<file path="config.mk">
export PLATFORM = sky130hd
export DESIGN_NAME = cpuCore
export DESIGN_NICKNAME = d
export VERILOG_FILES = /design/src/hdl/cpuPkg.sv /design/src/hdl/regFile.sv /design/src/hdl/aluFlags.sv /design/src/hdl/fetchUnit.sv /design/src/hdl/controlUnit.sv /design/src/hdl/cpuCore.sv
export SDC_FILE = /design/constraint.sdc
export NUM_CORES = 1
export LEC_CHECK = 0
export BUFFER_PORTS_ARGS = -buffer_cell sky130_fd_sc_hd__buf_2
export CAP_MARGIN = 20
export CORE_MARGIN = 2
export CORE_UTILIZATION = 33
export DETAILED_ROUTE_END_ITERATION = 10
export SKIP_CTS_REPAIR_TIMING = 1
export SYNTH_ARGS = -nofsm -noshare
export SYNTH_HDL_FRONTEND = slang
export SYNTH_HIERARCHICAL = 1
export SYNTH_SLANG_ARGS = --single-unit
export TNS_END_PERCENT = 5
</file>
<file path="constraint.sdc">
create_clock -name clk -period 4.3 [get_ports clk]
set_clock_uncertainty 0.1 [all_clocks]
set_input_delay 0.215 -clock clk [delete_from_list [all_inputs] [get_ports clk]]
set_output_delay 0.215 -clock clk [all_outputs]
set_load 0.01 [all_outputs]
</file>
<file path="src/hdl/cpuPkg.sv">
`default_nettype none

package cpuPkg;

    // datapath and instruction sizes
    localparam int dataWidth   = 8;
    localparam int addrWidth   = 8;
    localparam int instrWidth  = 16;
    localparam int regCount    = 16;
    localparam int regSelWidth = $clog2(regCount);

    // alu operations, low values shared with the immediate op field
    localparam logic [3:0] passB  = 4'd0;
    localparam logic [3:0] aluAnd = 4'd1;
    localparam logic [3:0] aluOr  = 4'd2;
    localparam logic [3:0] aluXor = 4'd3;
    localparam logic [3:0] aluAdd = 4'd4;
    localparam logic [3:0] aluSub = 4'd5;
    localparam logic [3:0] aluAdc = 4'd6;
    localparam logic [3:0] aluSbc = 4'd7;
    localparam logic [3:0] aluShl = 4'd8;
    localparam logic [3:0] aluShr = 4'd9;
    localparam logic [3:0] aluNot = 4'd10;
    localparam logic [3:0] aluInc = 4'd11;
    localparam logic [3:0] aluDec = 4'd12;
    localparam logic [3:0] passA  = 4'd13;

    // register-form function and sub-codes
    localparam logic [4:0] funcRegLast = 5'd12;
    localparam logic [4:0] funcJmp     = 5'b10110;
    localparam logic [4:0] funcHlt     = 5'b11101;
    localparam logic [2:0] subReg      = 3'b000;
    localparam logic [2:0] subIn       = 3'b010;
    localparam logic [2:0] subOut      = 3'b100;
    localparam logic [2:0] opInvalid   = 3'b111;  // imm flag with this op is not an alu op

    // jump condition codes
    localparam logic [2:0] condAlways = 3'd0;
    localparam logic [2:0] condC      = 3'd1;
    localparam logic [2:0] condNc     = 3'd2;
    localparam logic [2:0] condZ      = 3'd3;
    localparam logic [2:0] condNz     = 3'd4;
    localparam logic [2:0] condN      = 3'd5;
    localparam logic [2:0] condNn     = 3'd6;

    // datapath selectors
    localparam logic regSrcAlu = 1'b0;
    localparam logic regSrcIo  = 1'b1;
    localparam logic bSrcReg   = 1'b0;
    localparam logic bSrcImm   = 1'b1;

    localparam logic [1:0] addrSeq    = 2'd0;  // pc + 1
    localparam logic [1:0] addrSkip   = 2'd1;  // pc + 2
    localparam logic [1:0] addrTarget = 2'd2;  // low byte of the fetched word
    localparam logic [1:0] addrHold   = 2'd3;

    // controller states
    localparam logic [1:0] stBoot       = 2'd0;
    localparam logic [1:0] stExecute    = 2'd1;
    localparam logic [1:0] stIoWait     = 2'd2;
    localparam logic [1:0] stJumpTarget = 2'd3;

    typedef struct packed {
        logic [regSelWidth-1:0] dst;
        logic [dataWidth-1:0]   imm;      // immediate or port number
        logic [2:0]             op;
        logic                   immFlag;
    } immForm_t;

    typedef struct packed {
        logic [regSelWidth-1:0] dst;      // top three bits are the jump condition
        logic [regSelWidth-1:0] src;
        logic [4:0]             func;
        logic [2:0]             sub;
    } regForm_t;

    // every word is looked at both ways during decode
    typedef union packed {
        immForm_t iForm;
        regForm_t rForm;
    } instrWord_u;

endpackage

`default_nettype wire

</file>
<file path="src/hdl/regFile.sv">
`default_nettype none
`timescale 1ns/1ps

module regFile import cpuPkg::*; (
    input  logic                   clk,
    input  logic [regSelWidth-1:0] selA,
    input  logic [regSelWidth-1:0] selB,
    input  logic                   writeEn,
    input  logic [dataWidth-1:0]   writeData,
    output logic [dataWidth-1:0]   regA,
    output logic [dataWidth-1:0]   regB
);

    logic [dataWidth-1:0] regs [regCount];

    // write port shares the A index
    always_ff @(posedge clk) begin
        if (writeEn) begin
            regs[selA] <= writeData;
        end
    end

    assign regA = regs[selA];
    assign regB = regs[selB];

endmodule

`default_nettype wire

</file>
<file path="src/hdl/aluFlags.sv">
`default_nettype none
`timescale 1ns/1ps

module aluFlags import cpuPkg::*; (
    input  logic                 clk,
    input  logic                 rstN,
    input  logic [3:0]           aluMode,
    input  logic                 bSrc,
    input  logic [dataWidth-1:0] regA,
    input  logic [dataWidth-1:0] regB,
    input  logic [dataWidth-1:0] imm,
    input  logic                 flagEnable,
    output logic [dataWidth-1:0] aluResult,
    output logic                 carry,
    output logic                 zero,
    output logic                 negative
);

    logic [dataWidth-1:0] opB;
    logic [dataWidth:0]   wide;  // top bit is carry out or borrow
    logic                 carryNext;

    assign opB = (bSrc == bSrcImm) ? imm : regB;

    always_comb begin
        wide      = {1'b0, opB};
        carryNext = carry;  // logic ops leave carry alone
        case (aluMode)
            aluAnd: wide = {1'b0, regA & opB};
            aluOr:  wide = {1'b0, regA | opB};
            aluXor: wide = {1'b0, regA ^ opB};
            aluAdd: begin
                wide      = regA + opB;
                carryNext = wide[dataWidth];
            end
            aluSub: begin
                wide      = regA - opB;
                carryNext = wide[dataWidth];  // borrow
            end
            aluAdc: begin
                wide      = regA + opB + carry;
                carryNext = wide[dataWidth];
            end
            aluSbc: begin
                wide      = regA - opB - carry;
                carryNext = wide[dataWidth];
            end
            aluShl: begin
                wide      = {regA, 1'b0};
                carryNext = regA[dataWidth-1];
            end
            aluShr: begin
                wide      = {2'b00, regA[dataWidth-1:1]};
                carryNext = regA[0];
            end
            aluNot: wide = {1'b0, ~regA};
            aluInc: wide = {1'b0, regA + 1'b1};
            aluDec: wide = {1'b0, regA - 1'b1};
            passA:  wide = {1'b0, regA};
            default: wide = {1'b0, opB};  // passB
        endcase
    end

    assign aluResult = wide[dataWidth-1:0];

    always_ff @(posedge clk) begin
        if (!rstN) begin
            carry    <= 1'b0;
            zero     <= 1'b0;
            negative <= 1'b0;
        end else if (flagEnable) begin
            carry    <= carryNext;
            zero     <= (aluResult == '0);
            negative <= aluResult[dataWidth-1];
        end
    end

    flagsHeld: assert property (@(posedge clk) disable iff (!rstN)
        (!$past(flagEnable) && $past(rstN)) |-> $stable({carry, zero, negative}))
        else $error("flags changed without flagEnable");

endmodule

`default_nettype wire

</file>
<file path="src/hdl/fetchUnit.sv">
`default_nettype none
`timescale 1ns/1ps

module fetchUnit import cpuPkg::*; (
    input  logic                 clk,
    input  logic                 rstN,
    input  logic                 fetchEn,
    input  logic [1:0]           addrSelect,
    input  logic [addrWidth-1:0] target,
    output logic [addrWidth-1:0] iMemAddr
);

    logic [addrWidth-1:0] pc;  // address of the word now on iMemData

    always_comb begin
        case (addrSelect)
            addrSeq:    iMemAddr = pc + 1'b1;
            addrSkip:   iMemAddr = pc + 2'd2;  // step over the jump target word
            addrTarget: iMemAddr = target;
            addrHold:   iMemAddr = pc;
        endcase
    end

    // all ones so the first fetch lands on 0
    always_ff @(posedge clk) begin
        if (!rstN) begin
            pc <= '1;
        end else if (fetchEn) begin
            pc <= iMemAddr;
        end
    end

    pcOnlyOnFetch: assert property (@(posedge clk) disable iff (!rstN)
        $changed(pc) |-> ($past(fetchEn) || !$past(rstN)))
        else $error("pc changed without fetchEn");

endmodule

`default_nettype wire

</file>
<file path="src/hdl/controlUnit.sv">
`default_nettype none
`timescale 1ns/1ps

module controlUnit import cpuPkg::*; (
    input  logic       clk,
    input  logic       rstN,
    input  instrWord_u instr,
    input  logic       carry,
    input  logic       zero,
    input  logic       negative,
    output logic       regWriteEn,
    output logic       regWriteSrc,
    output logic       bSrc,
    output logic [3:0] aluMode,
    output logic       flagEnable,
    output logic       ioReadEn,
    output logic       ioWriteEn,
    output logic       fetchEn,
    output logic [1:0] addrSelect
);

    logic [1:0] state;
    logic [1:0] nextState;
    logic [2:0] cond;
    logic       condMet;

    always_ff @(posedge clk) begin
        if (!rstN) begin
            state <= stBoot;
        end else begin
            state <= nextState;
        end
    end

    assign cond = instr.rForm.dst[regSelWidth-1:1];

    always_comb begin
        case (cond)
            condC:   condMet = carry;
            condNc:  condMet = !carry;
            condZ:   condMet = zero;
            condNz:  condMet = !zero;
            condN:   condMet = negative;
            condNn:  condMet = !negative;
            default: condMet = 1'b1;  // condAlways and the spare code
        endcase
    end

    always_comb begin
        regWriteEn  = 1'b0;
        regWriteSrc = regSrcAlu;
        bSrc        = bSrcReg;
        aluMode     = passB;
        flagEnable  = 1'b0;
        ioReadEn    = 1'b0;
        ioWriteEn   = 1'b0;
        fetchEn     = 1'b0;
        addrSelect  = addrHold;
        nextState   = stExecute;

        case (state)
            stBoot: begin
                fetchEn    = 1'b1;  // pc wraps from all ones to 0
                addrSelect = addrSeq;
            end
            stIoWait: begin
                regWriteEn  = 1'b1;
                regWriteSrc = regSrcIo;
                fetchEn     = 1'b1;
                addrSelect  = addrSeq;
            end
            stJumpTarget: begin
                fetchEn    = 1'b1;  // word on the bus is the target
                addrSelect = addrTarget;
            end
            default: begin
                if (instr.iForm.immFlag && instr.iForm.op != opInvalid) begin
                    regWriteEn = 1'b1;
                    bSrc       = bSrcImm;
                    aluMode    = {1'b0, instr.iForm.op};
                    flagEnable = (instr.iForm.op != passB[2:0]);  // load-immediate keeps flags
                    fetchEn    = 1'b1;
                    addrSelect = addrSeq;
                end else if (instr.rForm.sub == subIn) begin
                    ioReadEn  = 1'b1;  // data comes back next cycle
                    nextState = stIoWait;
                end else if (instr.rForm.sub == subOut) begin
                    ioWriteEn  = 1'b1;
                    fetchEn    = 1'b1;
                    addrSelect = addrSeq;
                end else if (instr.rForm.func != 5'd0 && instr.rForm.func <= funcRegLast &&
                             instr.rForm.sub == subReg) begin
                    regWriteEn = 1'b1;
                    aluMode    = instr.rForm.func[3:0];
                    flagEnable = 1'b1;
                    fetchEn    = 1'b1;
                    addrSelect = addrSeq;
                end else if (instr.rForm.func == funcJmp) begin
                    fetchEn = 1'b1;
                    if (condMet) begin
                        addrSelect = addrSeq;  // read the target word
                        nextState  = stJumpTarget;
                    end else begin
                        addrSelect = addrSkip;
                    end
                end else if (instr.rForm.func == funcHlt && instr.rForm.sub == subReg) begin
                    addrSelect = addrHold;  // no fetch, word stays on the bus
                end else begin
                    fetchEn    = 1'b1;  // nop
                    addrSelect = addrSeq;
                end
            end
        endcase
    end

    ioStrobeExclusive: assert property (@(posedge clk) disable iff (!rstN)
        !(ioReadEn && ioWriteEn))
        else $error("io read and write strobes high together");

    // IN stalls fetch for one cycle, then writes back and resumes
    inSequence: assert property (@(posedge clk) disable iff (!rstN)
        ioReadEn |-> !fetchEn ##1 (state == stIoWait && regWriteEn && fetchEn && !ioReadEn))
        else $error("IN sequence broken");

endmodule

`default_nettype wire

</file>
<file path="src/hdl/cpuCore.sv">
`default_nettype none
`timescale 1ns/1ps

module cpuCore import cpuPkg::*; (
    input  logic                  clk,
    input  logic                  rstN,
    input  logic [instrWidth-1:0] iMemData,
    output logic [addrWidth-1:0]  iMemAddr,
    output logic                  iMemReadEn,
    output logic [dataWidth-1:0]  ioAddr,
    output logic [dataWidth-1:0]  ioWriteData,
    input  logic [dataWidth-1:0]  ioReadData,
    output logic                  ioReadEn,
    output logic                  ioWriteEn
);

    instrWord_u           instr;
    logic                 regWriteEn;
    logic                 regWriteSrc;
    logic                 bSrc;
    logic [3:0]           aluMode;
    logic                 flagEnable;
    logic                 fetchEn;
    logic [1:0]           addrSelect;
    logic [dataWidth-1:0] regA;
    logic [dataWidth-1:0] regB;
    logic [dataWidth-1:0] regWriteData;
    logic [dataWidth-1:0] aluResult;
    logic                 carry;
    logic                 zero;
    logic                 negative;

    assign instr        = iMemData;
    assign regWriteData = (regWriteSrc == regSrcIo) ? ioReadData : aluResult;
    assign ioAddr       = instr.iForm.imm;  // port number field
    assign ioWriteData  = regA;
    assign iMemReadEn   = fetchEn;

    controlUnit uControl (
        .clk         (clk),
        .rstN        (rstN),
        .instr       (instr),
        .carry       (carry),
        .zero        (zero),
        .negative    (negative),
        .regWriteEn  (regWriteEn),
        .regWriteSrc (regWriteSrc),
        .bSrc        (bSrc),
        .aluMode     (aluMode),
        .flagEnable  (flagEnable),
        .ioReadEn    (ioReadEn),
        .ioWriteEn   (ioWriteEn),
        .fetchEn     (fetchEn),
        .addrSelect  (addrSelect)
    );

    regFile uRegFile (
        .clk       (clk),
        .selA      (instr.rForm.dst),
        .selB      (instr.rForm.src),
        .writeEn   (regWriteEn),
        .writeData (regWriteData),
        .regA      (regA),
        .regB      (regB)
    );

    aluFlags uAlu (
        .clk        (clk),
        .rstN       (rstN),
        .aluMode    (aluMode),
        .bSrc       (bSrc),
        .regA       (regA),
        .regB       (regB),
        .imm        (instr.iForm.imm),
        .flagEnable (flagEnable),
        .aluResult  (aluResult),
        .carry      (carry),
        .zero       (zero),
        .negative   (negative)
    );

    fetchUnit uFetch (
        .clk        (clk),
        .rstN       (rstN),
        .fetchEn    (fetchEn),
        .addrSelect (addrSelect),
        .target     (iMemData[addrWidth-1:0]),  // jump target word, low byte
        .iMemAddr   (iMemAddr)
    );

endmodule

`default_nettype wire

</file>
==> implementation parameters <==
Parameter                              Value

Outcome
  Result of the run    completed

Route
  Initial DRC Count    915
  Number of vias per cell    5.75
  Residual DRC    0
  Routed via count    8404
  Final Routed Wirelength    31600 µm
  Routed Antenna Nets    0
  Average routed wire per standard cell    21.6 µm
  Number of search-and-repair iterations in the first detailed-routing pass    7

Worst setup path
  R2r endpoint    uRegFile/regs[2][4]
  Worst Setup End Kind    flip-flop
  Reg-to-reg slack, setup    0.06 ns
  Data required time of the critical path    4.36 ns
  Category of the most critical setup path    flip-flop to flip-flop
  Combined buffer and inverter count along the critical path    5
  Family of cells with the greatest summed delay on the critical path    multiplexers
  Slowest stage cell on the critical path    sky130_fd_sc_hd__mux4_2
  CP Data Arrival Time    4.30 ns
  Largest stage delay on the critical path    0.49 ns
  Most common cell on crit path    sky130_fd_sc_hd__buf_4
  Critical Path Source Type    flip-flop
  Launch instance of the worst register-to-register path    uRegFile/regs[8][0]
  Depth of the worst register-to-register path    18
  Crit-path cells    mux4_2, a22oi_2, nand2_2, mux2i_1, inv_1, buf_6, ha_4, inv_2, fa_1, buf_4, o21bai_1, a211o_1, and2_1, buf_4, xor2_1, a22o_1, or2_4, mux2_4
  Crit Path Max Fanout    8

STA
  Min Clock Period, post-route    4.24 ns
  Final hold violation count    0
  Final Max Slew Viols    0
  Slew at the pin with the worst max-slew slack    1.01 ns
  Setup violations, final    0
  Crit share post-route    98.6%
  Max-Slew Margin vs Limit    32.7%
  Hold Worst Slack    0.0728 ns
  Fmax    236 MHz
  RSZ-0062 raised after global routing    true

Synth
  Cell accounting for the most synthesized area    sky130_fd_sc_hd__edfxtp_1
  Yosys warnings    6
  Post-synth net total    928
  Cells after Synth    861
  Yosys top cell area share    37.8%
  Mean post-synth cell area    11.8 µm²
  Netlist area before placement    10200 µm²
  Number of enable-type register cells in the synthesized netlist    128
  Main flop type after synthesis    sky130_fd_sc_hd__edfxtp_1
  Asr flop ratio synth    0%
  Number of flip-flops and latches in the synthesized netlist    141
  Number of distinct library cells after synthesis    100
  Synth top area cells    sky130_fd_sc_hd__edfxtp_1 38%, sky130_fd_sc_hd__mux4_2 11%, sky130_fd_sc_hd__ha_1 4.7%, sky130_fd_sc_hd__mux4_1 3.9%, sky130_fd_sc_hd__a22oi_1 2.9%
  Portion of the post-synthesis area used by sequential elements    40.3%

Flow run
  Number of max-cap violations    0

Min path
  Worst hold path class    primary input to flip-flop
  Worst hold path endpoint    uFetch/pc[1]
  Hold-critical path depth    2
  Hold path start    rstN

Place
  Placed Cells    1413
  Final weighted congestion of routability-driven global placement    0.887
  Count of buffers from port buffering    52
  Detailed placement HPWL    23200 µm

Die
  FP Rows    64
  Standard cell core area    30500 µm²
  Die Ht    180 µm
  Starting density of the core    33.4%
  Die ar.    32300 µm²
  X dimension of the die    180 µm
  Boundary pin count    53

Finish
  Area Overhead vs Synth    26.2%
  Layout cell share with drive strength beyond 1    37.7%
  Number of diodes added for antenna fixing    0
  Final #Nets    1120
  Non-filler instance count after layout    1462

CTS
  Clock tree from TritonCTS    yes
  Clock H-tree levels    4
  Cts bufs inserted    17
  Clock-pin slew of the registers on the worst-case setup and hold paths    0.06 ns
  Clock Tree Buf Depth    2
  Number of sinks driven by the clock tree    141
  Root buffer cell    sky130_fd_sc_hd__clkbuf_16
  Clock latency at the later pin of the worst-skew pair    0.43 ns

Global routing
  Maximum number of pins on one net before global-route repair    41
  First-pass GRT wire length    48100 µm
  Initial antenna violation count    0
  Overall fraction of global-route tracks in use    19.2%
  Global-route congestion overflow total    0
  Number of global-route vias before repair    8242

Power
  Power per cell area    359 nW/µm²
  Lkg Pwr    0.00489 µW
  VDD IR max    0.000272 V
  Sum of internal, switching and leakage power    4610 µW
through the flow:
step	utilization [%]	setup slack, ns	setup TNS, ns	cell area, µm²
2_1_floorplan	-	0.0799	0	10200
3_3_place_gp	38.8	-0.330	-23.62	11800
3_5_place_dp	38.8	-0.431	-33.53	11800
4_1_cts	40.8	-0.190	-7.34	12400
5_1_grt	42.1	-0.0830	-2.70	12800
6_report	42.1	0.0612	0	12800
worst max path at each step:
stage,start,endpoint,slack [ns],depth (start not counted)
finish,uRegFile/regs[8][0],uRegFile/regs[2][4],0.06,18
global route,uRegFile/regs[3][1],uRegFile/regs[8][7],-0.08,16
CTS,uRegFile/regs[2][0],uRegFile/regs[2][6],-0.19,18
detailed placement,iMemData[8],uRegFile/regs[3][6],-0.43,16
global placement,iMemData[8],uRegFile/regs[6][4],-0.33,19
floorplan,uControl/state[0],uRegFile/regs[0][7],0.08,17
area by class of cell:
cell class              count  area, µm²
multi-input cells         625       5850
fillers                  2857      17700
clock inverters            15        170
clock buffers              17        425
repair buffers            234       1680
well taps                 396        495
inverters                  34        130
flip-flops and latches    141       4100
logic make-up (layout without fill, tap and decap cells):
group                      Yosys count  count (layout)  synth area share, %
AOI/OAI and AO/OA                  212             212                 15.2
xor gates and xnor gates            28              28                 2.54
and+or+nand+nor                    238             238                 12.4
buffers and inverters               99             300                 5.32
DFF                                141             141                 40.3
adders and majority gates           41              41                 5.26
muxes                              102             106                 19.0
sequential cells by signal, summed over array words and instances (netlist names):
name            cells
uAlu/carry          1
uAlu/negative       1
uAlu/zero           1
uControl/state      2
uFetch/pc           8
uRegFile/regs     128
placed cells by master (no fill, tap or decap), types with 13 or more instances in the layout:
cell type                   synthesis  routed
sky130_fd_sc_hd__a21oi_1           33      31
sky130_fd_sc_hd__a22oi_1           40      31
sky130_fd_sc_hd__buf_2             18      51
sky130_fd_sc_hd__buf_4             12     176
sky130_fd_sc_hd__clkbuf_16          0      17
sky130_fd_sc_hd__dfxtp_1           13      13
sky130_fd_sc_hd__edfxtp_1         128     128
sky130_fd_sc_hd__ha_1              38      34
sky130_fd_sc_hd__inv_1             32      29
sky130_fd_sc_hd__mux2_4             8      13
sky130_fd_sc_hd__mux2i_1           22      20
sky130_fd_sc_hd__mux4_2            48      53
sky130_fd_sc_hd__nand2_1           55      52
sky130_fd_sc_hd__nand2b_1          13      13
sky130_fd_sc_hd__nand4_1           13      13
sky130_fd_sc_hd__nor2_1            54      53
sky130_fd_sc_hd__nor3_1            18      17
sky130_fd_sc_hd__o21ai_0           30      28
cells in the mapped netlist (4+ instances only):
library cell,instances
sky130_fd_sc_hd__a211oi_1,10
sky130_fd_sc_hd__a21o_1,7
sky130_fd_sc_hd__a21oi_1,33
sky130_fd_sc_hd__a22o_1,5
sky130_fd_sc_hd__a22oi_1,40
sky130_fd_sc_hd__a2bb2oi_1,4
sky130_fd_sc_hd__a31oi_1,11
sky130_fd_sc_hd__and2_1,6
sky130_fd_sc_hd__and3_1,8
sky130_fd_sc_hd__buf_1,8
sky130_fd_sc_hd__buf_2,18
sky130_fd_sc_hd__buf_4,12
sky130_fd_sc_hd__buf_6,7
sky130_fd_sc_hd__clkbuf_1,14
sky130_fd_sc_hd__dfxtp_1,13
sky130_fd_sc_hd__edfxtp_1,128
sky130_fd_sc_hd__ha_1,38
sky130_fd_sc_hd__inv_1,32
sky130_fd_sc_hd__mux2_2,8
sky130_fd_sc_hd__mux2_4,8
sky130_fd_sc_hd__mux2i_1,22
sky130_fd_sc_hd__mux4_1,15
sky130_fd_sc_hd__mux4_2,48
sky130_fd_sc_hd__nand2_1,55
sky130_fd_sc_hd__nand2b_1,13
sky130_fd_sc_hd__nand3_1,13
sky130_fd_sc_hd__nand3b_1,5
sky130_fd_sc_hd__nand4_1,13
sky130_fd_sc_hd__nor2_1,54
sky130_fd_sc_hd__nor2b_1,12
sky130_fd_sc_hd__nor3_1,18
sky130_fd_sc_hd__nor3b_1,5
sky130_fd_sc_hd__nor4_1,5
sky130_fd_sc_hd__o211ai_1,7
sky130_fd_sc_hd__o21ai_0,30
sky130_fd_sc_hd__o21bai_1,4
sky130_fd_sc_hd__o32a_1,4
sky130_fd_sc_hd__or2_2,4
sky130_fd_sc_hd__xnor2_1,13
sky130_fd_sc_hd__xor2_1,14
metal layers:
layer	vias up	routed length, µm	global-route usage [%]
li1	3799	-	-
met1	4194	13300	25.2
met2	350	15500	31.9
met3	61	1880	2.84
met4	0	999	7.84
met5	-	0	0
report_power, final:
part           total [µW]  leakage, µW  switching (µW)  internal (µW)
logic                1520      0.00335             812            703
registers            1620      0.00126            35.0           1580
clock network        1480     0.000284             571            908
total                4610      0.00489            1420           3190
Power figures use the tool's default switching activity.
